<file path="src/verilog/dvi_init_pkg.sv">
package dvi_init_pkg;

    ////////////////////////////////////////
    // table and frame sizes
    ////////////////////////////////////////

    // five register writes per configuration pass
    localparam int REG_COUNT = 5;
    localparam int REG_IDX_W = $clog2(REG_COUNT);

    // addr, wr, ack, reg, ack, data, ack, stop
    localparam int FRAME_SLOTS = 28;

    ////////////////////////////////////////
    // shared types
    ////////////////////////////////////////

    // one register write on the bus
    typedef struct packed {
        logic [6:0] slave_addr;
        logic [7:0] reg_addr;
        logic [7:0] data;
    } dvi_frame_t;

    // sequencer walking the table
    typedef enum logic [1:0] {
        seq_idle,
        seq_launch,
        seq_busy,
        seq_finish
    } seq_state_e;

    // bus phases of one frame
    typedef enum logic [2:0] {
        bit_idle,
        bit_init,
        bit_start,
        bit_clk_fall,
        bit_setup,
        bit_clk_rise,
        bit_wait
    } bit_state_e;

endpackage

</file>
<file path="src/verilog/i2c_bit_engine.sv">
module i2c_bit_engine #(
    parameter int CLK_RATE_MHZ  = 25,
    parameter int SCL_PERIOD_US = 30
) (
    input  logic                     clk,
    input  logic                     reset_n,
    input  logic                     frame_start,
    input  dvi_init_pkg::dvi_frame_t frame,
    output logic                     scl_low,
    output logic                     sda_low,
    output logic                     frame_done
);

    // clocks per phase minus one
    localparam int HALF_PERIOD = (CLK_RATE_MHZ * SCL_PERIOD_US) / 2;
    localparam int PHASE_W     = (HALF_PERIOD > 0) ? $clog2(HALF_PERIOD + 1) : 1;
    localparam int SLOT_W      = $clog2(dvi_init_pkg::FRAME_SLOTS);
    localparam int SLOT_MSB    = dvi_init_pkg::FRAME_SLOTS - 1;

    dvi_init_pkg::bit_state_e state;
    logic [PHASE_W-1:0]       phase_cnt;
    logic [SLOT_W-1:0]        slot_cnt;
    logic [SLOT_MSB:0]        shift_reg;
    logic                     phase_end;
    logic                     last_slot;
    logic                     stop_point;

    assign phase_end  = (phase_cnt == PHASE_W'(HALF_PERIOD));
    assign last_slot  = (slot_cnt == SLOT_W'(SLOT_MSB));
    // sda release point inside the last clk_rise
    assign stop_point = last_slot && (phase_cnt == PHASE_W'(HALF_PERIOD / 2));
    assign frame_done = (state == dvi_init_pkg::bit_wait) && phase_end;

    ////////////////////////////////////////
    // phase and slot counters
    ////////////////////////////////////////

    always_ff @(posedge clk or negedge reset_n)
    begin
        if (!reset_n)
        begin
            phase_cnt <= '0;
            slot_cnt  <= '0;
        end
        else
        begin
            // counter parked at zero while idle
            if (state == dvi_init_pkg::bit_idle || phase_end)
                phase_cnt <= '0;
            else
                phase_cnt <= phase_cnt + 1'b1;
            if (state == dvi_init_pkg::bit_idle)
                slot_cnt <= '0;
            else if (state == dvi_init_pkg::bit_clk_rise && phase_end && !last_slot)
                slot_cnt <= slot_cnt + 1'b1;
        end
    end

    // frame image with the msb sent first
    always_ff @(posedge clk)
    begin
        if (state == dvi_init_pkg::bit_idle && frame_start)
            shift_reg <= {frame.slave_addr, 1'b0, 1'b1, frame.reg_addr, 1'b1,
                          frame.data, 1'b1, 1'b0};
        else if (state == dvi_init_pkg::bit_setup && phase_end)
            shift_reg <= {shift_reg[SLOT_MSB-1:0], 1'b0};
    end

    ////////////////////////////////////////
    // phase FSM and pin drive
    ////////////////////////////////////////

    always_ff @(posedge clk or negedge reset_n)
    begin
        if (!reset_n)
        begin
            state   <= dvi_init_pkg::bit_idle;
            scl_low <= 1'b0;
            sda_low <= 1'b0;
        end
        else
        begin
            case (state)
                dvi_init_pkg::bit_idle:
                begin
                    // bus released between frames
                    scl_low <= 1'b0;
                    sda_low <= 1'b0;
                    if (frame_start)
                        state <= dvi_init_pkg::bit_init;
                end
                dvi_init_pkg::bit_init:
                    if (phase_end)
                    begin
                        // sda falls with scl high for the start condition
                        sda_low <= 1'b1;
                        state   <= dvi_init_pkg::bit_start;
                    end
                dvi_init_pkg::bit_start:
                    if (phase_end)
                        state <= dvi_init_pkg::bit_clk_fall;
                dvi_init_pkg::bit_clk_fall:
                begin
                    scl_low <= 1'b1;
                    if (phase_end)
                        state <= dvi_init_pkg::bit_setup;
                end
                dvi_init_pkg::bit_setup:
                begin
                    // next slot bit changes only with scl low
                    sda_low <= ~shift_reg[SLOT_MSB];
                    if (phase_end)
                        state <= dvi_init_pkg::bit_clk_rise;
                end
                dvi_init_pkg::bit_clk_rise:
                begin
                    scl_low <= 1'b0;
                    // stop condition halfway through the last high phase
                    if (stop_point)
                        sda_low <= 1'b0;
                    if (phase_end)
                        state <= last_slot ? dvi_init_pkg::bit_wait
                                           : dvi_init_pkg::bit_clk_fall;
                end
                dvi_init_pkg::bit_wait:
                    if (phase_end)
                        state <= dvi_init_pkg::bit_idle;
                default:
                    state <= dvi_init_pkg::bit_idle;
            endcase
        end
    end

    // data edges only under scl low apart from start and stop
    assert property (@(posedge clk) disable iff (!reset_n)
        $changed(sda_low) |-> scl_low
            || ($past(state) == dvi_init_pkg::bit_init && sda_low)
            || ($past(state) == dvi_init_pkg::bit_clk_rise && $past(stop_point)
                && !sda_low));

endmodule

</file>
<file path="config.mk">
export PLATFORM = sky130hd
export DESIGN_NAME = i2c_bit_engine
export DESIGN_NICKNAME = d
export VERILOG_FILES = /design/src/verilog/dvi_init_pkg.sv /design/src/verilog/i2c_bit_engine.sv
export SDC_FILE = /design/constraint.sdc
export NUM_CORES = 1
export LEC_CHECK = 0
export ABC_AREA = 0
export BUFFER_PORTS_ARGS = -buffer_cell sky130_fd_sc_hd__buf_4
export CORE_ASPECT_RATIO = 1.1
export CORE_MARGIN = 3
export CORE_UTILIZATION = 50
export CTS_BUF_LIST = sky130_fd_sc_hd__clkbuf_4
export DETAILED_ROUTE_END_ITERATION = 7
export GPL_TIMING_DRIVEN = 0
export PLACE_DENSITY = 0.82
export SLEW_MARGIN = 40
export SYNTH_ARGS = -nofsm -noshare
export SYNTH_HDL_FRONTEND = slang
export SYNTH_SLANG_ARGS = --single-unit
</file>
<file path="constraint.sdc">
create_clock -name clk -period 2.7 [get_ports clk]
set_clock_uncertainty 0.05 [all_clocks]
set_input_delay 0.135 -clock clk [delete_from_list [all_inputs] [get_ports clk]]
set_output_delay 0.135 -clock clk [all_outputs]
set_load 0.005 [all_outputs]
</file>
# Word level (Yosys, flattened, before mapping)
# Cells that the tools add are included.
[op_classes] addsub=2 mux=18 bitwise=1 eq_ne=17 reduce_logical=16
[ops] cell="$mux W28" count=2
[ops] cell="$mux W3" count=8
[ops] cell="$pmux W3 S7" count=1
[ops] cell="$ne A2 B2 Y1 const B" count=8
[ops] cell="$mux W5" count=2
[ops] cell="$add A9 B1 Y9 const B" count=1
[ops] cell="$eq A3 B3 Y1 const B" count=3
[ops] cell="$eq A9 B8 Y1 const B" count=1
[ops] cell="$eq A9 B9 Y1 const B" count=1
[ops] cell="$mux W9" count=1
[ops] cell="$reduce_and A7 Y1" count=1
[ops] cell="$eq A3 B2 Y1 const B" count=2
[ops] cell="$logic_and A1 B1 Y1" count=6
[ops] cell="$reduce_bool A2 Y1" count=3
[ops] cell="$add A5 B1 Y5 const B" count=1
[ops] cell="$eq A5 B5 Y1 const B" count=1
[ops] cell="$pmux W1 S4" count=1
[ops] cell="$reduce_bool A4 Y1" count=1
[ops] cell="$eq A3 B1 Y1 const B" count=1
[ops] cell="$logic_not A3 Y1" count=1
[ops] cell="$reduce_and A3 Y1" count=1
[ops] cell="$mux W1" count=2
[ops] cell="$pmux W1 S2" count=1
[ops] cell="$reduce_or A2 Y1" count=1
[ops] cell="3 further kinds" count=3
[word_totals] inputBits=26 regBits=46

# Logic depth before layout (Yosys ltp)
[logic_depth] depth_word=5 depth_mapped=7 ltp_nobuf=5

# Least setup slack after synthesis
# Ideal clock, no wire load.
[synth_timing] path_type="register to register" start="reg phase_cnt[0]" end="reg shift_reg[11], enable pin" setup_ns=0.355 synth_period_minus_slack_ns=2.076 required_ns=2.295 stages_incl_launch_ff=6 slack_ns=0.624 t_arrival_ns=1.670 path_cell_list="dfrtp_1 > ha_1 > nand4_1 > nor4_1 > buf_2 > or2_2"
[synth_via] elab_chain_len=3
[synth_lines] element="start, declared" line="i2c_bit_engine.sv:21" source="logic [PHASE_W-1:0] phase_cnt;"
[synth_lines] element="start signal, assigned" line="i2c_bit_engine.sv:51" source="phase_cnt <= phase_cnt + 1'b1;"
[synth_lines] element="$eq A9 B9 Y1" line="i2c_bit_engine.sv:28" source="assign phase_end = (phase_cnt == PHASE_W'(HALF_PERIOD));"
[synth_lines] element="$logic_and A1 B1 Y1" line="i2c_bit_engine.sv:65" source="else if (state == dvi_init_pkg::bit_setup && phase_end)"
[synth_lines] element="$reduce_bool A2 Y1 (no source line)"
[synth_lines] element="end signal, assigned" line="i2c_bit_engine.sv:63" source="shift_reg <= {frame.slave_addr, 1'b0, 1'b1, frame.reg_addr, 1'b1,"
[synth_lines] element="end signal, assigned" line="i2c_bit_engine.sv:66" source="shift_reg <= {shift_reg[SLOT_MSB-1:0], 1'b0};"
[synth_lines] element="end, declared" line="i2c_bit_engine.sv:23" source="logic [SLOT_MSB:0] shift_reg;"
# Every way passes these cells.
# A chain may end at the register's enable or synchronous reset.

# Worst setup path in the final report
[layout_timing] start="reg phase_cnt[0]" end="reg shift_reg[25], enable pin"
# The elaborated chain is that of the path after synthesis.

==> results.py <==
metrics = {
    "status": {
        "status": "finished, final reports clean",
    },
    "floorplan": {
        "initial_core_util_pct": 53.0,
        "num_rows": 24,
        "core_area_um2": 4020,
        "dieHeight_um": 74.5,
        "boundaryPins": 29,
        "die_w_um": 68.3,
        "die_area_um2": 5090,
    },
    "setup_path": {
        "cp_top_family": "simple AND/OR/NAND/NOR gates",
        "arrival_ns": 2.48,
        "crit_buf_inv": 1,
        "max_stage_delay_ns": 0.50,
        "crit_type": "reg2reg",
        "crit_chain": "ha_1 > nand4_1 > nor4_1 > buf_2 > or2_2",
        "slowest_stage": "or2_2",
        "startpoint_type": "flop",
        "endpoint_kind": "flop",
        "critical_path.max_fanout": 23,
        "required_ns": 2.67,
    },
    "sta": {
        "tightest_slew_ns": 0.528,
        "final_hold_viol_count": 0,
        "final.setup.tns_ns": 0,
        "max-slew-margin-rel_pct": 64.8,
        "worst_hold_slack_ns": 0.00566,
        "grt_setup_unrepaired": "no",
        "period_share_pct": 92.9,
        "slew_viol_final": 0,
        "fmaxAchievable_mhz": 398,
        "layout_min_cycle_time_ns": 2.51,
        "setup_viol": 0,
    },
    "synthesis": {
        "avgSynthCellArea_um2": 11.8,
        "ys_types": 42,
        "yosysWarnings": 0,
        "synth_area_um2": 2130,
        "synth.ff_latch_count": 46,
        "seq_area_frac_synth_pct": 58.4,
        "syn-num-nets": 209,
        "synth_edf_count": 23,
        "async_reset_ff_share_pct": 41.3,
        "ys.flop_type": "edfxtp_1",
        "syn_inst": 181,
    },
    "placement": {
        "io_buffers": 28,
        "gp_congestion": 0.809,
        "dp_hpwl_um": 2700,
        "post_dp_cell_area_um2": 2410,
    },
    "grt": {
        "grt_pass1_vias": 1473,
        "grtUsageMet3_pct": 4.53,
        "grt_pass1_wl_um": 6780,
        "grtUsageMet2_pct": 27.1,
        "track_usage_pct": 18.0,
        "grt_busiest_layer": "met2",
        "grtUsageMet1_pct": 24.6,
        "grt_max_degree": 24,
        "antenna_found_initial": 0,
        "grt_overflow": 0,
    },
    "clock_tree": {
        "root_buffer": "clkbuf_4",
        "clk_path_buf_depth": 2,
        "clock_latency_ns": 0.37,
        "cts_setup_buffers": 0,
        "htreeDepth": 2,
        "clkTransAtPathRegs_ns": 0.13,
        "cts-buffers-inserted": 5,
        "cts_sinks": 46,
        "cts_resized": 0,
        "cts_tree": "built",
    },
    "detailed_routing": {
        "routed_wl_um": 4340,
        "via_per_inst": 5.64,
        "dr.pass1.iters": 4,
        "drc": 0,
        "dr_total_vias": 1603,
        "ant_nets": 0,
        "avgRoutedWirePerCell_um": 15.3,
        "drtIter0Drc": 142,
    },
    "final_layout": {
        "final_area_um2": 2640,
        "drive_above_1_share_pct": 21.1,
        "layout_commonest_cell": "buf_4",
        "most-common-layout-cells": "buf_4, a22o_1, edfxtp_1",
        "diodes": 0,
        "largest_reg_flops": 27,
        "finalNetCount": 259,
        "synthToLayoutAreaGrowth_pct": 23.8,
    },
    "power_and_ir_drop": {
        "power.leakage_uw": 0.00106,
        "irDropWorstVdd_uv": 321,
        "powerDensity_nw_per_um2": 457,
    },
    "flow_run": {
        "cap_viol_max_count": 0,
    },
    "min_path": {
        "hold_class": "in2reg",
    },
}
what timing repair did:
action,CTS,global route
endpoints found under the setup margin,0,0
hold endpoints to repair,22,11
hold buffers,4,11
synth_stat cells, types with 2 or more instances:
master | n | area [um2]
clkbuf_1 | 5 | 18.8
or4_1 | 3 | 22.5
buf_2 | 5 | 25.0
nor2_1 | 14 | 52.6
nand4_1 | 2 | 12.5
edfxtp_1 | 23 | 691
o21ai_0 | 6 | 30.0
a31oi_1 | 4 | 25.0
nand2b_1 | 2 | 12.5
o31ai_1 | 5 | 37.5
nand3_1 | 9 | 45.0
dfxtp_1 | 4 | 80.1
xor2_1 | 5 | 43.8
xnor2_1 | 2 | 17.5
ha_1 | 2 | 25.0
and3_1 | 4 | 25.0
nand2_1 | 4 | 15.0
o2bb2ai_1 | 2 | 17.5
nor3_1 | 4 | 20.0
inv_1 | 5 | 18.8
dfrtp_1 | 19 | 475
a22o_1 | 23 | 201
a21oi_1 | 10 | 50.1
area by class of cell:
class,instances,area (um2)
multi-input cells,118,807
flip-flops and latches,46,1250
well taps,52,65.1
inverters,5,18.8
fillers,316,1380
clock inverters,2,37.5
plain buffers,12,62.6
repair buffers,43,360
clock buffers,6,45.0
where the power goes:
group	internal (uW)	leakage [uW]	switching, uW	total, uW
clock network	205	0.0000419	220	425
registers	730	0.000436	0	730
logic	37.1	0.000584	15.9	53.0
worst register-to-register path, stage by stage, from the launching register on:
cell and delay (ns):
dfrtp_1 0.38, ha_1 0.28, nand4_1 0.16, nor4_1 0.47
buf_2 0.32, or2_2 0.50
kinds of logic after synthesis:
kind of cell | Yosys count | share of synthesized area (%)
DFF | 46 | 58.4
buffers and inverters | 17 | 3.81
AOI/OAI and AO/OA | 51 | 17.4
muxes | 1 | 0.469
and+or+nand+nor | 57 | 15.9
adders and majority gates | 2 | 1.17
xor gates and xnor gates | 7 | 2.87
through the flow:
step	setup WS (ns)	total power, uW	util [%]	std cells
2_1_floorplan	0.624	745	-	181
3_3_place_gp	0.269	779	59.9	261
3_5_place_dp	0.210	779	59.9	261
4_1_cts	0.199	1200	62.9	273
5_1_grt	0.0366	1260	65.7	284
6_report	0.190	1210	65.7	284
routing by layer:
metal	part of all wire, %	routed length, um
met1	46	1990
met2	48	2100
met3	4.2	181
met4	1.6	68
met5	0	0
path summary, 6_finish.rpt:
check	start	end	slack [ns]	cells past startpoint
max	phase_cnt[0]$_DFF_PN0_	shift_reg[25]$_DFFE_PP_	0.19	5
min	frame[19]	shift_reg[24]$_DFFE_PP_	0.006	2
max reg2reg	phase_cnt[0]$_DFF_PN0_	shift_reg[25]$_DFFE_PP_	0.19	5
min reg2reg	phase_cnt[0]$_DFF_PN0_	phase_cnt[0]$_DFF_PN0_	0.41	1
max in group asynchronous	reset_n	phase_cnt[1]$_DFF_PN0_	2.28	2
min in group asynchronous	reset_n	phase_cnt[7]$_DFF_PN0_	0.11	2
(Power assumes the default switching activity.)
