==> src/verilog/dvi_init_pkg.sv <==
package dvi_init_pkg;

    ////////////////////////////////////////
    // table and frame sizes
    ////////////////////////////////////////

    // five register writes per configuration pass
    localparam int REG_COUNT = 5;
    localparam int REG_IDX_W = $clog2(REG_COUNT);

    // addr, wr, ack, reg, ack, data, ack, stop
    localparam int FRAME_SLOTS = 28;

    ////////////////////////////////////////
    // shared types
    ////////////////////////////////////////

    // one register write on the bus
    typedef struct packed {
        logic [6:0] slave_addr;
        logic [7:0] reg_addr;
        logic [7:0] data;
    } dvi_frame_t;

    // sequencer walking the table
    typedef enum logic [1:0] {
        seq_idle,
        seq_launch,
        seq_busy,
        seq_finish
    } seq_state_e;

    // bus phases of one frame
    typedef enum logic [2:0] {
        bit_idle,
        bit_init,
        bit_start,
        bit_clk_fall,
        bit_setup,
        bit_clk_rise,
        bit_wait
    } bit_state_e;

endpackage

==> src/verilog/dvi_reg_table.sv <==
module dvi_reg_table #(
    parameter logic [6:0] I2C_SLAVE_ADDR = 7'h76
) (
    input  logic                                 clk,
    input  logic                                 reset_n,
    input  logic                                 mode_sel,
    input  logic                                 load_mode,
    input  logic [dvi_init_pkg::REG_IDX_W-1:0]   reg_index,
    output dvi_init_pkg::dvi_frame_t             entry
);

    ////////////////////////////////////////
    // register contents
    ////////////////////////////////////////

    // entry 0 sits in the low byte
    localparam logic [dvi_init_pkg::REG_COUNT-1:0][7:0] REG_ADDR =
        {8'h36, 8'h34, 8'h33, 8'h21, 8'h49};

    // variant a is the default after reset
    localparam logic [dvi_init_pkg::REG_COUNT-1:0][7:0] DATA_A =
        {8'ha0, 8'h26, 8'h06, 8'h09, 8'hc0};

    // variant b differs only in the last three
    localparam logic [dvi_init_pkg::REG_COUNT-1:0][7:0] DATA_B =
        {8'h60, 8'h16, 8'h08, 8'h09, 8'hc0};

    // latched variant held for a whole pass
    logic variant_b;

    ////////////////////////////////////////
    // variant latch
    ////////////////////////////////////////

    always_ff @(posedge clk or negedge reset_n)
    begin
        if (!reset_n)
            variant_b <= 1'b0;
        else if (load_mode)
            // mode_sel only matters at the start of a pass
            variant_b <= mode_sel;
    end

    // combinational entry lookup
    always_comb
    begin
        entry.slave_addr = I2C_SLAVE_ADDR;
        entry.reg_addr   = 8'h00;
        entry.data       = 8'h00;
        if (reg_index < dvi_init_pkg::REG_IDX_W'(dvi_init_pkg::REG_COUNT))
        begin
            entry.reg_addr = REG_ADDR[reg_index];
            // data from the variant picked at load time
            entry.data     = variant_b ? DATA_B[reg_index] : DATA_A[reg_index];
        end
    end

endmodule

==> config.mk <==
export PLATFORM = sky130hd
export DESIGN_NAME = dvi_reg_table
export DESIGN_NICKNAME = d
export VERILOG_FILES = /design/src/verilog/dvi_init_pkg.sv /design/src/verilog/dvi_reg_table.sv
export SDC_FILE = /design/constraint.sdc
export NUM_CORES = 1
export LEC_CHECK = 0
export BUFFER_PORTS_ARGS = -buffer_cell sky130_fd_sc_hd__buf_4
export CORE_AREA = 10 10 47 49
export CTS_BUF_LIST = sky130_fd_sc_hd__clkbuf_8
export DETAILED_ROUTE_END_ITERATION = 8
export DIE_AREA = 0 0 57 59
export PLACE_DENSITY = 0.65
export SYNTH_ARGS = -nofsm -noshare
export SYNTH_HDL_FRONTEND = slang
export SYNTH_SLANG_ARGS = --single-unit
==> constraint.sdc <==
create_clock -name clk -period 1 [get_ports clk]
set_input_delay 0.15 -clock clk [delete_from_list [all_inputs] [get_ports clk]]
set_output_delay 0.15 -clock clk [all_outputs]
set_load 0.02 [all_outputs]
* Word level (Yosys, flattened, before mapping)
Memory sizes are Yosys's and may differ from the RTL's.
Index checks and enable logic that the tools add are counted.
** Operators by class
- Multiplexer cells :: 5
- $lt $le $gt $ge :: 2
** Operators with widths (count)
- $mux W8 :: 4
- $mux W16 :: 1
- $lt A3 B4 Y1 const B :: 1
- $lt A3 B3 Y1 const B :: 1
** Storage, ports and cells
- Register bits :: 1
- Bits of input ports :: 7
- Memory bits (read-only) :: 192
- Memories kept :: 3
- Output and inout bits :: 23
** Memory list
- (name not given) :: words 8, width 8, read ports 1, clocked after memory_dff 0, write ports 0, line dvi_reg_table.sv:54 : entry.data = variant_b ? DATA_B[reg_index] : DATA_A[reg_index];
- (name not given) :: words 8, width 8, read ports 1, clocked after memory_dff 0, write ports 0, line dvi_reg_table.sv:52 : entry.reg_addr = REG_ADDR[reg_index];
- (name not given) :: words 8, width 8, read ports 1, clocked after memory_dff 0, write ports 0, line dvi_reg_table.sv:54

* Logic depth before layout (Yosys ltp)
Gate-level depths: netlist of the first run.
- Depth in word-level cells :: 4
- Depth in mapped cells :: 5
- Gate-level depth less buffers :: 4

* Worst setup path after synthesis of the first run
OpenSTA, ideal clock, no wires.
- Kind :: register to output
- From :: reg variant_b
- To :: out entry[2] (netlist name)
- Required time :: 0.850 ns
- Stages on the path, launching flop included :: 4
- Buffers on the path :: 1
- Data arrival time :: 1.085 ns
- Setup slack :: -0.235 ns
- Path through :: dfrtp_1 -> mux2i_1 -> nor2_1 -> buf_4
** RTL lines
- from (decl) :: line dvi_reg_table.sv:29 : logic variant_b;
- from (signal assigned) :: line dvi_reg_table.sv:41 : variant_b <= mode_sel;
- to (decl) :: line dvi_reg_table.sv:9 : output dvi_init_pkg::dvi_frame_t entry

==> results of run 1 <==
## how the worst min path moves through the flow
stage               depth (start not counted)   endpoint      start
finish                                      2  variant_b  load_mode
floorplan                                   0  variant_b    reset_n
CTS                                         2  variant_b  load_mode
detailed placement                          1  variant_b    reset_n
global route                                2  variant_b  load_mode
global placement                            1  variant_b    reset_n
## cell type report
class                   instances  area (um^2)
repair buffers                 25          239
well taps                      16         20.0
flip-flops and latches          1         26.3
fillers                       154          848
multi-input cells              31          249
inverters                       5         18.8
## Yosys cell counts, drive strengths merged
cell / n / area share [%]
dfrtp: 1 / 8.3
nand2: 2 / 2.5
nand2b: 1 / 2.1
buf: 11 / 26
inv: 5 / 6.2
mux2i: 2 / 6.6
or3b: 1 / 2.9
clkbuf: 1 / 1.2
ha: 4 / 17
o21ai: 5 / 8.3
o22ai: 2 / 8.3
conb: 2 / 2.5
nor2: 5 / 6.2
nor2b: 1 / 2.1
## routing by layer
metal  wire length, um  track usage, %  share of wire, %  up-vias
met3               133            2.79                14        0
met1               404            5.83                42      135
met2               425            8.84                44       18
met5                 0               0                 0        -
met4                 0               0                 0        0
li1                  -               -                 -      154
## cell families after synthesis
| group | share of synthesized area [%] |
|---|---|
| other | 2.48 |
| buffers and inverters | 33.9 |
| adders and majority gates | 16.5 |
| DFF | 8.26 |
| and+or+nand+nor | 15.7 |
| AOI/OAI and AO/OA | 16.5 |
| muxes | 6.61 |
## what timing repair did
| item | in CTS | in global routing |
|---|---|---|
| hold endpoints to repair | 1 | 0 |
| endpoints found under the setup margin | 13 | 14 |
| pin swaps | 7 | 1 |
| hold buffers | 1 | 0 |
| cloned | 0 | 0 |
| resized for setup | 19 | 4 |
| buffers inserted | 0 | 0 |
## power groups by stage
stage / logic (mW) / registers [mW] / clock network (mW)
floorplan: 0.166 / 0.0503 / 0
CTS: 0.275 / 0.0532 / 0
detailed placement: 0.233 / 0.0523 / 0
global route: 0.306 / 0.0543 / 0
global placement: 0.232 / 0.0522 / 0
finish: 0.282 / 0.0537 / 0
## through the flow
stage / hold WS [ns] / power (mW) / setup WS (ns)
2_1_floorplan: -0.146 / 0.217 / -0.122
3_3_place_gp: -0.0745 / 0.284 / -0.211
3_5_place_dp: -0.0742 / 0.286 / -0.231
4_1_cts: 0.334 / 0.328 / -0.113
5_1_grt: 0.334 / 0.360 / -0.157
6_report: 0.329 / 0.336 / -0.123
==> flow_summary.rst, run 1 <==
.. list-table::
   :header-rows: 1

   * - Metric
     - Value
   * - Via density per instance
     - 3.94
   * - Number of cells in the finished layout apart from fillers
     - 78
   * - Outcome
     - complete, but fails checks
   * - Clock share of power
     - 0%
   * - Register-to-register setup slack
     - 0.23 ns
   * - Data arrival time of the critical path
     - 0.97 ns
   * - Core footprint
     - 0.00140 mm^2
   * - Number of synthesis warnings
     - 0
   * - Number of buffers added on ports
     - 21
   * - Peak ir drop on the vdd network
     - 0.143 mV
   * - Number of flip-flops in the largest register
     - 1
   * - Post-layout nets
     - 75
   * - Remaining global-route overflow
     - 0
   * - Comb power frac
     - 84.0%
   * - Initial core utilization
     - 21.6%
   * - Worst reg2reg endpoint
     - variant_b
   * - Cell area after placement
     - 447 um^2
   * - Final worst path period need
     - 1.12 ns
   * - Wire length of the first global-routing pass
     - 1550 um
   * - HP Class
     - in -> reg
   * - Routed length per instance
     - 12.4 um
   * - Maximum operating frequency
     - 0.891 GHz
   * - Start point of the critical path
     - reg_index[0]
   * - Number of distinct library cells after synthesis
     - 15
   * - RSZ-0062 raised after global routing
     - true
   * - Latest clock arrival within the worst-skew pair
     - 0 ns
   * - Switching share of power
     - 48.2%
   * - Die boundary height
     - 59 um
   * - Buffers plus inverters on the worst setup path
     - 2
   * - Detailed-placement wirelength estimate
     - 786 um
   * - Maximum capacitance violations
     - 0
   * - GPL Wtd Cong
     - 0.695
   * - # DRC
     - 0
   * - Mean area per synthesized cell
     - 7.04 um^2
   * - Register with the most flip-flops
     - variant_b
   * - Family with the most delay on the worst path
     - simple AND/OR/NAND/NOR gates
   * - Critical path peak fanout
     - 7
   * - Post-layout utilization of the core
     - 39.5%
   * - Post-route clock skew
     - 0 ns
   * - Static leakage
     - 0.287 nW
   * - Crit Reg-Reg Startpoint
     - variant_b
   * - Rows
     - 14
   * - Cell area after layout
     - 553 um^2
   * - Leading cell type in the layout, fill and taps excluded
     - buf_4
   * - Cell count after placement
     - 77
   * - Antenna diode instance count
     - 0
   * - NetSw
     - 0.162 mW
   * - Fin crit share
     - 112%
   * - Largest regs
     - variant_b (1)
   * - Count of endpoints failing hold in the final timing report
     - 0
   * - Power density cells
     - 607 mW/mm^2
   * - Initial antenna violation count
     - 0
   * - Gate Count Post-Synth
     - 43
   * - Reg clk slew, reported paths
     - 0 ns
   * - Leading cell types in the layout, fill and taps excluded
     - buf_4, buf_6, conb_1
   * - Type of origin of the critical path
     - input pin
   * - Crit path capture
     - entry[7]
   * - Critical Path Stages
     - 4
   * - Portion of the post-synthesis area used by sequential elements
     - 8.26%
   * - Vias post-DR
     - 307
   * - Sum Neg Setup Slack
     - -0.802 ns
   * - Fraction of final layout cells sized beyond drive strength 1
     - 59.7%
   * - Critical path's slowest cell
     - or3b_4
   * - Type of the worst setup path
     - in -> out
   * - Final count of pins violating max slew
     - 0
   * - 1st-iter DRT viols
     - 9
   * - Largest stage delay on the critical path
     - 0.45 ns
   * - CP Capture Type
     - output pin
   * - Cell area after synthesis
     - 303 um^2
   * - Synth Register Bits
     - 1
   * - Number of iterations in the first detailed-routing pass
     - 4
   * - Via count of the first global-routing pass
     - 337
   * - Worst R2R Path Depth
     - 2
   * - Total setup violations reported at the end of the flow
     - 10
   * - Final Routed Wirelength
     - 964 um
   * - Violations in the final reports
     - setup timing
   * - Sequential fraction of design power
     - 16.0%
   * - ANT nets after route
     - 0
   * - Die X
     - 57 um
   * - Final Worst Setup Slack
     - -0.123 ns
   * - Global routing usage summed across all routing layers
     - 5.15%
   * - Internal power
     - 0.174 mW
   * - DIE AREA
     - 0.00336 mm^2
   * - Maximum number of pins on one net before global-route repair
     - 12
   * - List of cells traversed by the critical path
     - buf_8 > or3b_4 > o22ai_2 > buf_6
   * - CP required
     - 0.85 ns
   * - Layout overhead on the synthesized area
     - 82.6%
   * - Top Ports
     - 30
No activity file was read; power rests on OpenSTA's default activity.
==> run 2, diff against run 1 <==
- CELL_PAD_IN_SITES_DETAIL_PLACEMENT: not set -> 2
- CELL_PAD_IN_SITES_GLOBAL_PLACEMENT: not set -> 2
- CORE_AREA: 10 10 47 49 -> not set
- CORE_MARGIN: not set -> 10
- CORE_UTILIZATION: not set -> 16
- DIE_AREA: 0 0 57 59 -> not set
- PLACE_DENSITY: 0.65 -> 0.89
==> flow_summary.rst, run 2 (synthesized netlist as in run 1, its figures left out) <==
.. list-table::
   :header-rows: 1

   * - Metric
     - Value
   * - Met3 Track Usage GR
     - 2.83% (+0.037 points)
   * - HP Class
     - in -> reg
   * - Reg clk slew, reported paths
     - 0 ns (unchanged)
   * - Worst hold path cell count
     - 2 (unchanged)
   * - CP Capture Type
     - output pin
   * - Core footprint
     - 0.00176 mm^2 (+26%)
   * - Number of cells in the finished layout apart from fillers
     - 94 (+21%)
   * - Leading cell types in the layout, fill and taps excluded
     - buf_4, buf_6, conb_1
   * - CP required
     - 0.85 ns (about the same)
   * - Outcome
     - complete, but fails checks
   * - 1st-iter DRT viols
     - 5 (-4)
   * - Final count of pins violating max slew
     - 0 (unchanged)
   * - Number of buffers added on ports
     - 21 (unchanged)
   * - Remaining global-route overflow
     - 0 (unchanged)
   * - Largest regs
     - variant_b (1)
   * - ANT nets after route
     - 0 (unchanged)
   * - Internal power
     - 0.210 mW (+21%)
   * - Global-route track usage on met2
     - 11.2% (+2.3 points)
   * - Worst R2R Path Depth
     - 3 (+1)
   * - Total setup violations reported at the end of the flow
     - 10 (unchanged)
   * - Via density per instance
     - 3.73 (-5.1%)
   * - NetSw
     - 0.183 mW (+13%)
   * - Switching share of power
     - 46.6% (-1.7 points)
   * - Maximum capacitance violations
     - 0 (unchanged)
   * - Leading cell type in the layout, fill and taps excluded
     - buf_4
   * - Post-route clock skew
     - 0 ns (unchanged)
   * - Post-layout utilization of the core
     - 37.7% (-1.7 points)
   * - Detailed-placement wirelength estimate
     - 1080 um (+37%)
   * - Number of flip-flops in the largest register
     - 1 (unchanged)
   * - Data arrival time of the critical path
     - 0.99 ns (+0.02 ns)
   * - Initial core utilization
     - 17.2% (-4.4 points)
   * - Wire length of the first global-routing pass
     - 1990 um (+29%)
   * - Comb power frac
     - 86.4% (+2.4 points)
   * - Final Routed Wirelength
     - 1290 um (+34%)
   * - Storage element area
     - 26.3 um^2 (unchanged)
   * - Static leakage
     - 0.325 nW (+13%)
   * - Die boundary height
     - 63.5 um (+7.6%)
   * - Vias post-DR
     - 351 (+14%)
   * - GPL Wtd Cong
     - 0.697 (+0.27%)
   * - Count of endpoints failing hold in the final timing report
     - 0 (unchanged)
   * - Final Worst Setup Slack
     - -0.139 ns (-0.0164 ns)
   * - Maximum number of pins on one net before global-route repair
     - 12 (unchanged)
   * - Number of iterations in the first detailed-routing pass
     - 2 (-2)
   * - Die X
     - 63.5 um (+11%)
   * - Post-Route Hold Slack
     - 0.337 ns (+0.00797 ns)
   * - Routed length per instance
     - 13.7 um (+11%)
   * - Rows
     - 15 (+1)
   * - Critical path peak fanout
     - 7 (unchanged)
   * - Cell count after placement
     - 89 (+16%)
   * - Global routing usage summed across all routing layers
     - 5.73% (+0.58 points)
   * - GRT busiest layer
     - met2
   * - Power density cells
     - 590 mW/mm^2 (-2.9%)
   * - DIE AREA
     - 0.00403 mm^2 (+20%)
   * - GR met1 Demand/Resource
     - 5.54% (-0.29 points)
   * - RSZ-0062 raised after global routing
     - true
   * - Top Ports
     - 30 (unchanged)
   * - Via count of the first global-routing pass
     - 391 (+16%)
   * - Register with the most flip-flops
     - variant_b
   * - Violations in the final reports
     - setup timing
   * - Fraction of final layout cells sized beyond drive strength 1
     - 72.5% (+13 points)
   * - Sequential fraction of design power
     - 13.6% (-2.4 points)
   * - Initial antenna violation count
     - 0 (unchanged)
   * - Clock share of power
     - 0% (unchanged)
   * - Latest clock arrival within the worst-skew pair
     - 0 ns (unchanged)
   * - # DRC
     - 0 (unchanged)
   * - Layout overhead on the synthesized area
     - 120%
   * - Type of origin of the critical path
     - input pin
   * - Final worst path period need
     - 1.14 ns (+0.0164 ns)
   * - Type of the worst setup path
     - in -> out
   * - Area used by multi-input combinational logic
     - 280 um^2 (+13%)
   * - Maximum operating frequency
     - 0.878 GHz (-1.4%)
   * - Fin crit share
     - 114% (+1.6 points)
   * - Peak ir drop on the vdd network
     - 0.162 mV (+13%)
   * - Post-layout nets
     - 82 (+9.3%)
   * - Number of fill cells
     - 208 (+35%)
   * - Antenna diode instance count
     - 0 (unchanged)
run 2: changes by cell type in the layout (fill, tap and decap cells not counted):
cell | previous run | this run
ha_1 | 2 | 1
inv_4 | 0 | 1
nor2_1 | 3 | 1
inv_2 | 1 | 2
inv_1 | 4 | 2
buf_6 | 11 | 13
buf_8 | 1 | 2
buf_4 | 12 | 16
mux2i_2 | 0 | 1
ha_4 | 2 | 3
nor2_4 | 0 | 2
mux2i_1 | 2 | 1
run 2: metal layers:
| layer | wire length [um] | up-vias | part of all wire (%) |
|---|---|---|---|
| met4 | 0 | 0 | 0 |
| met2 | 681 | 14 | 53 |
| li1 | - | 168 | - |
| met5 | 0 | - | 0 |
| met1 | 457 | 169 | 35 |
| met3 | 149 | 0 | 12 |
run 2: final cells by class:
type,instances,share of cell area [%]
timing repair buffer,32,46.1
tap,25,4.70
multi-input combinational,31,42.1
inverter,5,3.20
sequential,1,3.95
run 2: what timing repair did:
action	4_1_cts	5_1_grt
buffers inserted	1	3
pin swaps	7	5
hold buffers	1	0
resized for setup	18	19
endpoints found under the hold margin	1	0
endpoints found under the setup margin	15	15
run 2: path summary, 6_finish.rpt:
check	slack, ns	from	to
max	-0.14	reg_index[1]	entry[6]
min	0.34	load_mode	variant_b
max reg2reg	0.13	variant_b	variant_b
min reg2reg	0.79	variant_b	variant_b
max in group asynchronous	0.44	reset_n	variant_b
min in group asynchronous	0.47	reset_n	variant_b
run 2: power by group through the flow:
stage          clock network, mW  logic [mW]  registers, mW
4_1_cts                        0       0.295         0.0534
2_1_floorplan                  0       0.166         0.0503
6_report                       0       0.339         0.0536
3_5_place_dp                   0       0.255         0.0527
5_1_grt                        0       0.368         0.0545
3_3_place_gp                   0       0.248         0.0518
run 2: metrics by stage:
step | TNS [ns] | total power [mW] | setup WS, ns | instance area [um^2]
finish | -0.873 | 0.393 | -0.139 | 666
global route | -1.28 | 0.422 | -0.160 | 666
CTS | -0.977 | 0.348 | -0.127 | 573
detailed placement | -2.40 | 0.307 | -0.278 | 480
global placement | -1.98 | 0.300 | -0.230 | 480
floorplan | -0.337 | 0.217 | -0.122 | 330
run 2: worst max-delay path, stage by stage:
cell     delay (ns)
buf_8          0.11
or3b_4         0.46
o22ai_2        0.13
buf_6          0.14
