[config.mk]
export PLATFORM = sky130hd
export DESIGN_NAME = dvi_init_sequencer
export DESIGN_NICKNAME = d
export VERILOG_FILES = /design/src/verilog/dvi_init_pkg.sv /design/src/verilog/dvi_init_sequencer.sv
export SDC_FILE = /design/constraint.sdc
export NUM_CORES = 1
export LEC_CHECK = 0
export ABC_CLOCK_PERIOD_IN_PS = 3900
export BUFFER_PORTS_ARGS = -buffer_cell sky130_fd_sc_hd__buf_2
export CORE_MARGIN = 3
export CORE_UTILIZATION = 48
export CTS_BUF_LIST = sky130_fd_sc_hd__clkbuf_16
export DETAILED_ROUTE_END_ITERATION = 8
export PLACE_DENSITY = 0.87
export SLEW_MARGIN = 20
export SYNTH_ARGS = -nofsm -noshare
export SYNTH_HDL_FRONTEND = slang
export SYNTH_SLANG_ARGS = --single-unit
[constraint.sdc]
create_clock -name clk -period 3.9 [get_ports clk]
set_input_delay 0.195 -clock clk [delete_from_list [all_inputs] [get_ports clk]]
set_output_delay 0.195 -clock clk [all_outputs]
set_load 0.03 [all_outputs]
[src/verilog/dvi_init_pkg.sv]
package dvi_init_pkg;

    ////////////////////////////////////////
    // table and frame sizes
    ////////////////////////////////////////

    // five register writes per configuration pass
    localparam int REG_COUNT = 5;
    localparam int REG_IDX_W = $clog2(REG_COUNT);

    // addr, wr, ack, reg, ack, data, ack, stop
    localparam int FRAME_SLOTS = 28;

    ////////////////////////////////////////
    // shared types
    ////////////////////////////////////////

    // one register write on the bus
    typedef struct packed {
        logic [6:0] slave_addr;
        logic [7:0] reg_addr;
        logic [7:0] data;
    } dvi_frame_t;

    // sequencer walking the table
    typedef enum logic [1:0] {
        seq_idle,
        seq_launch,
        seq_busy,
        seq_finish
    } seq_state_e;

    // bus phases of one frame
    typedef enum logic [2:0] {
        bit_idle,
        bit_init,
        bit_start,
        bit_clk_fall,
        bit_setup,
        bit_clk_rise,
        bit_wait
    } bit_state_e;

endpackage

[src/verilog/dvi_init_sequencer.sv]
module dvi_init_sequencer (
    input  logic                               clk,
    input  logic                               reset_n,
    input  logic                               init_iic_xfer,
    input  logic                               frame_done,
    input  dvi_init_pkg::dvi_frame_t           entry,
    output logic [dvi_init_pkg::REG_IDX_W-1:0] reg_index,
    output logic                               load_mode,
    output logic                               frame_start,
    output dvi_init_pkg::dvi_frame_t           frame,
    output logic                               iic_xfer_done,
    output logic                               done
);

    dvi_init_pkg::seq_state_e state;
    // set by reset for the automatic first pass
    logic start_pending;
    logic seq_go;
    logic last_entry;

    // requests only count in idle
    assign seq_go     = (state == dvi_init_pkg::seq_idle) && (start_pending || init_iic_xfer);
    assign load_mode  = seq_go;
    assign last_entry = (reg_index ==
                         dvi_init_pkg::REG_IDX_W'(dvi_init_pkg::REG_COUNT - 1));

    ////////////////////////////////////////
    // table walk
    ////////////////////////////////////////

    always_ff @(posedge clk or negedge reset_n)
    begin
        if (!reset_n)
        begin
            state         <= dvi_init_pkg::seq_idle;
            start_pending <= 1'b1;
            reg_index     <= '0;
            frame_start   <= 1'b0;
            iic_xfer_done <= 1'b0;
            done          <= 1'b0;
        end
        else
        begin
            // strobes default low
            frame_start   <= 1'b0;
            iic_xfer_done <= 1'b0;
            case (state)
                dvi_init_pkg::seq_idle:
                    if (seq_go)
                    begin
                        start_pending <= 1'b0;
                        reg_index     <= '0;
                        done          <= 1'b0;
                        state         <= dvi_init_pkg::seq_launch;
                    end
                dvi_init_pkg::seq_launch:
                begin
                    // frame registered in this same cycle
                    frame_start <= 1'b1;
                    state       <= dvi_init_pkg::seq_busy;
                end
                dvi_init_pkg::seq_busy:
                    if (frame_done)
                    begin
                        if (last_entry)
                        begin
                            iic_xfer_done <= 1'b1;
                            done          <= 1'b1;
                            state         <= dvi_init_pkg::seq_finish;
                        end
                        else
                        begin
                            reg_index <= reg_index + 1'b1;
                            state     <= dvi_init_pkg::seq_launch;
                        end
                    end
                dvi_init_pkg::seq_finish:
                    state <= dvi_init_pkg::seq_idle;
                default:
                    state <= dvi_init_pkg::seq_idle;
            endcase
        end
    end

    // frame held for the engine until the next launch
    always_ff @(posedge clk)
    begin
        if (state == dvi_init_pkg::seq_launch)
            frame <= entry;
    end

    // one frame in flight at a time
    assert property (@(posedge clk) disable iff (!reset_n)
        frame_start |=> (!frame_start throughout frame_done[->1]));

    assert property (@(posedge clk) disable iff (!reset_n)
        reg_index < dvi_init_pkg::REG_IDX_W'(dvi_init_pkg::REG_COUNT));

endmodule

-- After elaboration in Yosys (flattened, before gate mapping)
Cells that the tools add are included.
- register bits: 32
- bits in latches: 0
- RAM bits: 0
- bits in read-only memories: 0
- input bits: 27
- output and inout bits: 30
- logic and storage cells: 42
- memories: 0
- add/sub/neg operators: 1
- multiply operators: 0
- divide/modulo/power cells: 0
- magnitude comparators: 0
- equal/unequal tests: 8
- shifts and indexed selects: 0
- multiplexer cells: 16
- bitwise logic cells: 0
- reduce and logical (&&, ||, !) cells: 8
- operators with widths (kind ; count):
    3-bit two-way mux ; 3
    2-bit inequality test (second input constant) ; 4
    2-bit case mux with 4 select lines ; 1
    4-bit AND reduction ; 2
    1-bit two-way mux ; 7
    2-bit two-way mux ; 3
    3-bit case mux with 2 select lines ; 1
    2-bit equality test (second input constant) ; 2
    2-bit AND reduction ; 2
    3-bit by 1-bit adder with 3-bit output (second input constant) ; 1
    3-bit equality test (second input constant) ; 1
    2-bit by 1-bit equality test with 1-bit output (second input constant) ; 1
    2-bit zero test ; 1
    1-bit case mux with 2 select lines ; 1
    2-bit nonzero test ; 1
    1-bit logical AND ; 1
    1-bit logical OR ; 1

-- Depth between registers and ports, before layout
Gate-level depths: netlist (run 1).
- depth in word-level cells: 4
- depth in mapped cells: 5
- mapped depth without buffers: 5

-- Least setup slack after synthesis (run 1)
No wires, ideal clock.
- path kind: register to register
- start: reg state[1]
- end: reg frame[0] in the netlist's numbering (enable)
- setup time: 0.404 ns
- arrival time: 1.533 ns
- data required time: 3.496 ns
- setup slack: 1.963 ns
- cell stages (with the launch flop): 3
- path buffers: 1
- period minus slack after synthesis: 1.937 ns
- cells stage by stage: dfrtp_1 > buf_6 > nor2_1
- cells in the longest elaborated chain, start to end: 1
- ends and longest elaborated chain (item ; RTL line ; source):
    start: declaration ; dvi_init_sequencer.sv:15 ; dvi_init_pkg::seq_state_e state;
    start signal: assignment ; dvi_init_sequencer.sv:35 ; state <= dvi_init_pkg::seq_idle;
    start signal: assignment ; dvi_init_sequencer.sv:54 ; state <= dvi_init_pkg::seq_launch;
    start signal: assignment ; dvi_init_sequencer.sv:60 ; state <= dvi_init_pkg::seq_busy;
    2-bit by 1-bit equality test with 1-bit output ; dvi_init_sequencer.sv:88 ; if (state == dvi_init_pkg::seq_launch)
    end signal: assignment ; dvi_init_sequencer.sv:89 ; frame <= entry;
    end: declaration ; dvi_init_sequencer.sv:10 ; output dvi_init_pkg::dvi_frame_t frame,
No other way between the ends.
A chain may end at the register's enable or synchronous reset.

-- Final worst setup path (run 1)
- start: reg state[0]
- end: reg frame[5] in the netlist's numbering (enable)
Same word-level chain as after synthesis.

==> flow_metrics.env, run 1 <==
export IMPL_outcome="finished, final reports clean"
export IMPL_final_nets=157
export IMPL_slew_limit_headroom_pct=58.6
export IMPL_grt_total_usage_pct=16.3
export IMPL_period_minus_slack_ns=1.55
export IMPL_worst_clk_skew_ns=0.00367
export IMPL_first_pass_grt_wire_length_um=3700
export IMPL_cts_inserted_buffers=5
export IMPL_place_inst=148
export IMPL_detail_route_iter0_violations=20
export IMPL_ios=57
export IMPL_ant_nets=0
export IMPL_dp_area_um2=1470
export IMPL_globalplace_congestion=0.905
export IMPL_setup_viol_count_final=0
export IMPL_total_power_uw=1330
export IMPL_path_cells="inv_2, nor2_4"
export IMPL_tightest_slew_ns=0.620
export IMPL_net_load_switching_power_uw=494
export IMPL_utilization_pct=71.4
export IMPL_cts_resized_gates=0
export IMPL_cts_clk_slew_worst_paths_ns=0.05
export IMPL_vias=805
export IMPL_cts_root_buffer_cell="sky130_fd_sc_hd__clkbuf_16"
export IMPL_internal_power_uw=840
export IMPL_reg2reg_depth=2
export IMPL_critical_path_class="reg -> reg"
export IMPL_final_max_slew_violation_count=0
export IMPL_critical_path_startpoint_type="register"
export IMPL_coreArea_um2=2280
export IMPL_dieArea_um2=3080
export IMPL_area_of_all_placed_cells_without_fillers_um2=1630
export IMPL_synthDistinctLibCells=27
export IMPL_mappedNetlistNets=95
export IMPL_fp_dieH_um=55.5
export IMPL_setup_bufs_post_cts=0
export IMPL_reg2reg_to="frame[5]$_DFFE_PP_"
export IMPL_share_clk_of_total_power_pct=26.7
export IMPL_swShare_pct=37.0
export IMPL_post_route_period_util_pct=39.8
export IMPL_timing_critical_path_fanout_max=24
export IMPL_ir_worst_vdd_mv=0.495
export IMPL_ys_top_cells_by_area="sky130_fd_sc_hd__edfxtp_1 59%, sky130_fd_sc_hd__dfrtp_1 17%, sky130_fd_sc_hd__dfstp_2 2.2%"
export IMPL_cp_required_ns=3.80
export IMPL_synth_top_area_share_pct=58.7
export IMPL_post_drt_wl_per_cell_um=14.7
export IMPL_timing_fmax_mhz=644
export IMPL_wl_um=2310
export IMPL_via_per_inst=5.13
export IMPL_synth_area_per_cell_um2=17.8
export IMPL_post_cts_hold_buffer_count=1
export IMPL_crit_arrival_ns=1.45
export IMPL_post_synth_top_area_cell="sky130_fd_sc_hd__edfxtp_1"
export IMPL_timing_critical_path_to="frame[5]$_DFFE_PP_"
export IMPL_antenna_found_initial=0
export IMPL_syn_inst=66
export IMPL_timing_rr_start="state[0]$_DFFE_PN0P_"
export IMPL_power_density_nw_per_um2=821
export IMPL_die_x_um=55.5
export IMPL_drt_pre_antenna_iters=4
export IMPL_area_delta_synth_final_pct=38.2
export IMPL_yosys_register_bits=32
export IMPL_post_route_drc_count=0
export IMPL_cpPeakStageDelay_ns=0.53
export IMPL_setup_crit_start="state[0]$_DFFE_PN0P_"
export IMPL_worst_min_path_class="in -> reg"
export IMPL_n_antenna_cell=0
export IMPL_grt_max_degree=25
export IMPL_detailed_place_hpwl_um=1750
export IMPL_reg2reg_slack_ns=2.35
export IMPL_crit_slowest_cell="sky130_fd_sc_hd__dfrtp_1"
export IMPL_clock_insertion_delay_worst_skew_ns=0.27
export IMPL_power_sequential_fraction_pct=41.2
export IMPL_rows=17
export IMPL_yosys_warnings=0
export IMPL_maxCapViolations=0
export IMPL_setup_repair_after_global_routing_missed_its_margin="false"
export IMPL_leakagePower_uw=0.000718
export IMPL_pwr_share_comb_pct=32.0
export IMPL_via_count_of_the_first_global_routing_pass=794
export IMPL_layoutNonFillerInstCount=157
export IMPL_clk_path_buf_depth=2
export IMPL_ctsHtreeMaxLevel=2
export IMPL_synth_sequential_area_ratio_pct=78.0
export IMPL_layout_drive_gt1_share_pct=55.0
export IMPL_port_buffers=56
export IMPL_end_kind="register"
export IMPL_grt_remaining_overflow=0
export IMPL_tritoncts="yes"
export IMPL_hold_violations=0
export IMPL_final_setup_tns_ns=0
export IMPL_floorplan_initialDensity_pct=51.7
export IMPL_clock_sink_count=32
export IMPL_synth_cell_area_um2=1180
[area by class of cell]
class	count	area [um^2]
clock buffers	5	125
clock inverters	3	13.8
fillers	147	651
inverters	5	18.8
multi-input cells	27	225
flip-flops and latches	32	917
well taps	28	35.0
repair buffers	57	290
[sequential cells by signal (all words and copies together) (netlist names)]
name	count
frame	23
reg_index	3
state	2
done	1
frame_start	1
iic_xfer_done	1
start_pending	1
[cells by family after synthesis]
kind of cell / after synthesis / share of synthesized area, %
AOI/OAI and AO/OA: 9 / 5.85
adders and majority gates: 2 / 2.13
DFF: 32 / 78.0
buffers and inverters: 7 / 3.51
and+or+nand+nor: 16 / 10.5
[cells in the mapped netlist, drive strengths merged]
| library cell | number |
|---|---|
| and4b | 1 |
| a211o | 1 |
| a41oi | 1 |
| a31oi | 1 |
| dfstp | 1 |
| ha | 2 |
| inv | 5 |
| buf | 2 |
| nor2b | 1 |
| a21oi | 1 |
| nand4b | 1 |
| nor2 | 3 |
| edfxtp | 23 |
| nor3 | 3 |
| nand3b | 1 |
| nor4b | 2 |
| nand3 | 2 |
| o21a | 1 |
| o22ai | 2 |
| dfrtp | 8 |
| a2bb2oi | 1 |
| nand2 | 2 |
| o21ai | 1 |
[worst min path at each step]
stage	cells past startpoint	startpoint	slack [ns]	to
finish	1	entry[6]	0.1	frame[6]$_DFFE_PP_
detailed placement	1	reset_n	0.06	done$_DFFE_PN0P_
global placement	1	reset_n	0.06	done$_DFFE_PN0P_
CTS	1	entry[11]	0.09	frame[11]$_DFFE_PP_
floorplan	0	reset_n	-0.10	done$_DFFE_PN0P_
global route	1	entry[6]	0.09	frame[6]$_DFFE_PP_
[worst max-delay path, delay by kind of cell, from the launching register on]
kind	cells	cell delay, ns
buffers and inverters	1	0.12
and+or+nand+nor	1	0.53
DFF	1	0.53
[stage by stage]
stage / worst slack (ns) / hold WS [ns]
floorplan: 1.96 / -0.101
global placement: 2.09 / 0.0580
detailed placement: 2.01 / 0.0649
CTS: 2.00 / 0.0939
global route: 2.23 / 0.0889
finish: 2.35 / 0.0983
[routing by layer]
| layer | vias to the layer above | wire length [um] | track usage [%] |
|---|---|---|---|
| met5 | - | 0 | 0 |
| met4 | 0 | 44 | 8.33 |
| li1 | 373 | - | - |
| met1 | 378 | 944 | 18.3 |
| met2 | 49 | 1080 | 25.3 |
| met3 | 5 | 241 | 8.18 |
[power by group through the flow]
stage                     sequential (uW)  clock [uW]  combinational [uW]
final                                 550         357                 427
after global routing                  563         380                 457
after global placement                550           0                 419
after floorplan                       704           0                 168
after detailed placement              556           0                 427
after CTS                             551         361                 429
[placed cells by master, fill, tap and decap left out, drive strengths merged]
cell type and n:
inv 5, dlygate4sd3 1, edfxtp 23, nand4b 1
dfrtp 8, o21ai 1, buf 56, dfstp 1
nor2b 1, a41oi 1, nor3 3, a31oi 1
a211o 1, o22ai 2, nand3 2, nand3b 1
a21oi 1, a2bb2oi 1, ha 2, clkinv 3
nor4b 2, and4b 1, o21a 1, clkbuf 5
nor2 3, nand2 2
Power figures use the tool's default switching activity.
==> inputs of run 2 (changes only) <==
--- a/config.mk
+++ b/config.mk
@@ -5,13 +5,13 @@
 export SDC_FILE = /design/constraint.sdc
 export NUM_CORES = 1
 export LEC_CHECK = 0
-export ABC_CLOCK_PERIOD_IN_PS = 3900
+export ABC_CLOCK_PERIOD_IN_PS = 1340
 export BUFFER_PORTS_ARGS = -buffer_cell sky130_fd_sc_hd__buf_2
 export CORE_MARGIN = 3
-export CORE_UTILIZATION = 48
+export CORE_UTILIZATION = 40
 export CTS_BUF_LIST = sky130_fd_sc_hd__clkbuf_16
 export DETAILED_ROUTE_END_ITERATION = 8
-export PLACE_DENSITY = 0.87
+export PLACE_DENSITY = 0.78
 export SLEW_MARGIN = 20
 export SYNTH_ARGS = -nofsm -noshare
 export SYNTH_HDL_FRONTEND = slang
==> constraint.sdc (replaced) <==
create_clock -name clk -period 1.34 [get_ports clk]
set_input_delay 0.067 -clock clk [delete_from_list [all_inputs] [get_ports clk]]
set_output_delay 0.067 -clock clk [all_outputs]
set_load 0.03 [all_outputs]
==> run 2 against run 1 <==
  * Worst setup slack lost 2.3 ns
  * Wire length grew 30%
  * Hold slack better by 0.032 ns
  * Sequential share of layout area down 9.4 points
  * Global-route usage rose by 1.6 points
  * Cell count is 19% higher
  * Clock skew grew 0.0014 ns
  * Die area increased by 18%
  * Flip-flop and latch count unchanged
  * Count of clock-buffer cells in the layout unchanged
  * Largest power group unchanged
==> flow_metrics.env, run 2 (synthesis gave the netlist of run 1 again) <==
export IMPL_end_kind="primary output"
export IMPL_sequential_cell_area_um2=922
export IMPL_clk_path_buf_depth=2
export IMPL_hold_violations=0
export IMPL_final_setup_tns_ns=0
export IMPL_cts_inserted_buffers=5
export IMPL_worstHoldStart="frame_done"
export IMPL_reg2reg_slack_ns=0.07
export IMPL_clock_insertion_delay_worst_skew_ns=0.27
export IMPL_max_flop_register="frame"
export IMPL_wl_um=3000
export IMPL_reg2reg_depth=5
export IMPL_critical_path_class="reg -> out"
export IMPL_cts_root_buffer_cell="sky130_fd_sc_hd__clkbuf_16"
export IMPL_period_minus_slack_ns=1.29
export IMPL_detail_route_iter0_violations=30
export IMPL_layoutNonFillerInstCount=187
export IMPL_worst_min_path_class="in -> reg"
export IMPL_floorplan_initialDensity_pct=42.3
export IMPL_grt_remaining_overflow=0
export IMPL_fp_dieH_um=60.2
export IMPL_grt_max_degree=25
export IMPL_cts_clk_slew_worst_paths_ns=0.05
export IMPL_setup_repair_after_global_routing_missed_its_margin="false"
export IMPL_n_antenna_cell=0
export IMPL_leakagePower_uw=0.000848
export IMPL_cp_required_ns=1.27
export IMPL_layout_filler_cells=178
export IMPL_worstHoldPathCells=3
export IMPL_number_of_flip_flops_in_the_largest_register=23
export IMPL_place_inst=154
export IMPL_detailed_place_hpwl_um=1720
export IMPL_power_density_nw_per_um2=2230
export IMPL_final_max_slew_violation_count=0
export IMPL_total_power_uw=4360
export IMPL_final_common_cell="sky130_fd_sc_hd__buf_2"
export IMPL_grt_total_usage_pct=17.9
export IMPL_ir_worst_vdd_mv=1.95
export IMPL_area_delta_synth_final_pct=66.6
export IMPL_vias=919
export IMPL_slew_limit_headroom_pct=72.9
export IMPL_worst_clk_skew_ns=0.00509
export IMPL_post_drt_wl_per_cell_um=16.0
export IMPL_port_buffers=56
export IMPL_post_route_period_util_pct=96.5
export IMPL_dieArea_um2=3630
export IMPL_ctsHtreeMaxLevel=2
export IMPL_via_per_inst=4.91
export IMPL_ant_nets=0
export IMPL_clock_sink_count=32
export IMPL_timing_fmax_mhz=773
export IMPL_tritoncts="yes"
export IMPL_crit_arrival_ns=1.23
export IMPL_tightest_slew_ns=0.405
export IMPL_die_x_um=60.2
export IMPL_holdPathEnd="iic_xfer_done$_DFF_PN0_"
export IMPL_area_of_all_placed_cells_without_fillers_um2=1960
export IMPL_layout_drive_gt1_share_pct=52.6
export IMPL_post_route_drc_count=0
export IMPL_antenna_found_initial=0
export IMPL_final_nets=184
export IMPL_maxCapViolations=0
export IMPL_setup_viol_count_final=0
export IMPL_drt_pre_antenna_iters=4
export IMPL_timing_rr_start="reg_index[0]$_DFFE_PN0P_"
export IMPL_via_count_of_the_first_global_routing_pass=980
export IMPL_outcome="finished, final reports clean"
export IMPL_coreArea_um2=2780
export IMPL_dp_area_um2=1520
export IMPL_largestRegisters="frame: 23 flops, reg_index: 3 flops, state: 2 flops"
export IMPL_multiInputGateArea_um2=251
export IMPL_ios=57
export IMPL_rows=19
export IMPL_globalplace_congestion=0.902
export IMPL_first_pass_grt_wire_length_um=4530
export IMPL_critical_path_startpoint_type="register"
export IMPL_timing_critical_path_fanout_max=4
export IMPL_utilization_pct=70.4
export IMPL_reg2reg_to="reg_index[1]$_DFFE_PN0P_"
export IMPL_commonest_non_fill_non_tap_cells_in_the_layout="55 x sky130_fd_sc_hd__buf_2, 24 x sky130_fd_sc_hd__dlygate4sd3_1, 23 x sky130_fd_sc_hd__edfxtp_1"
run 2: cell types whose count changed in the layout (fill, tap and decap cells not counted), sizes merged:
cell / before / now
dlygate4sd3: 1 / 24
clkinv: 3 / 2
buf: 56 / 60
bufinv: 0 / 1
run 2: critical path, stage by stage, from the launching register on:
cell                      delay, ns
sky130_fd_sc_hd__dfrtp_2       0.42
sky130_fd_sc_hd__buf_4         0.16
sky130_fd_sc_hd__nor3_2        0.18
sky130_fd_sc_hd__buf_4         0.19
run 2: worst max-delay path by stage:
stage,slack [ns],cells after the start,end,from
after CTS,0.04,3,load_mode,state[1]$_DFFE_PN0P_
after detailed placement,-0.02,5,reg_index[1]$_DFFE_PN0P_,reg_index[0]$_DFFE_PN0P_
after global placement,0.09,3,reg_index[0]$_DFFE_PN0P_,state[1]$_DFFE_PN0P_
after global routing,0.005,3,load_mode,state[1]$_DFFE_PN0P_
final,0.05,3,load_mode,state[1]$_DFFE_PN0P_
after floorplan,0.03,5,reg_index[1]$_DFFE_PN0P_,reg_index[0]$_DFFE_PN0P_
run 2: timing repair:
item | 4_1_cts | 5_1_grt
gates resized for setup | 3 | 5
hold endpoints to repair | 32 | 0
endpoints found under the setup margin | 2 | 5
hold buffers | 24 | 0
setup buffers | 1 | 0
gates cloned | 0 | 0
pin swaps | 0 | 1
run 2: layer usage:
metal  up-vias  GRT usage [%]  part of all wire [%]  wire length, um
met5         -              0                     0                0
met4         0           8.54                   1.3               40
met3         7           4.10                   9.0              271
met2        47           33.6                    54             1630
met1       441           18.2                    35             1050
li1        424              -                     -                -
run 2: metrics by stage:
step / setup WS (ns) / hold slack [ns]
6_report: 0.0466 / 0.130
5_1_grt: 0.00510 / 0.143
4_1_cts: 0.0373 / 0.118
3_5_place_dp: -0.0208 / -0.0629
3_3_place_gp: 0.0909 / -0.0718
2_1_floorplan: 0.0312 / -0.229
run 2: cell type report:
type,instances,share of cell area (%)
Clock inverter,3,1.92
Clock buffer,5,6.39
Sequential cell,32,47.1
Inverter,5,0.958
Multi-Input combinational cell,27,12.8
Timing Repair Buffer,84,28.9
Tap cell,31,1.98
run 2: power breakdown:
group | switching (uW) | total [uW] | internal [uW]
clock network | 368 | 1230 | 861
logic | 998 | 1540 | 543
registers | 167 | 1590 | 1430
total | 1530 | 4360 | 2830
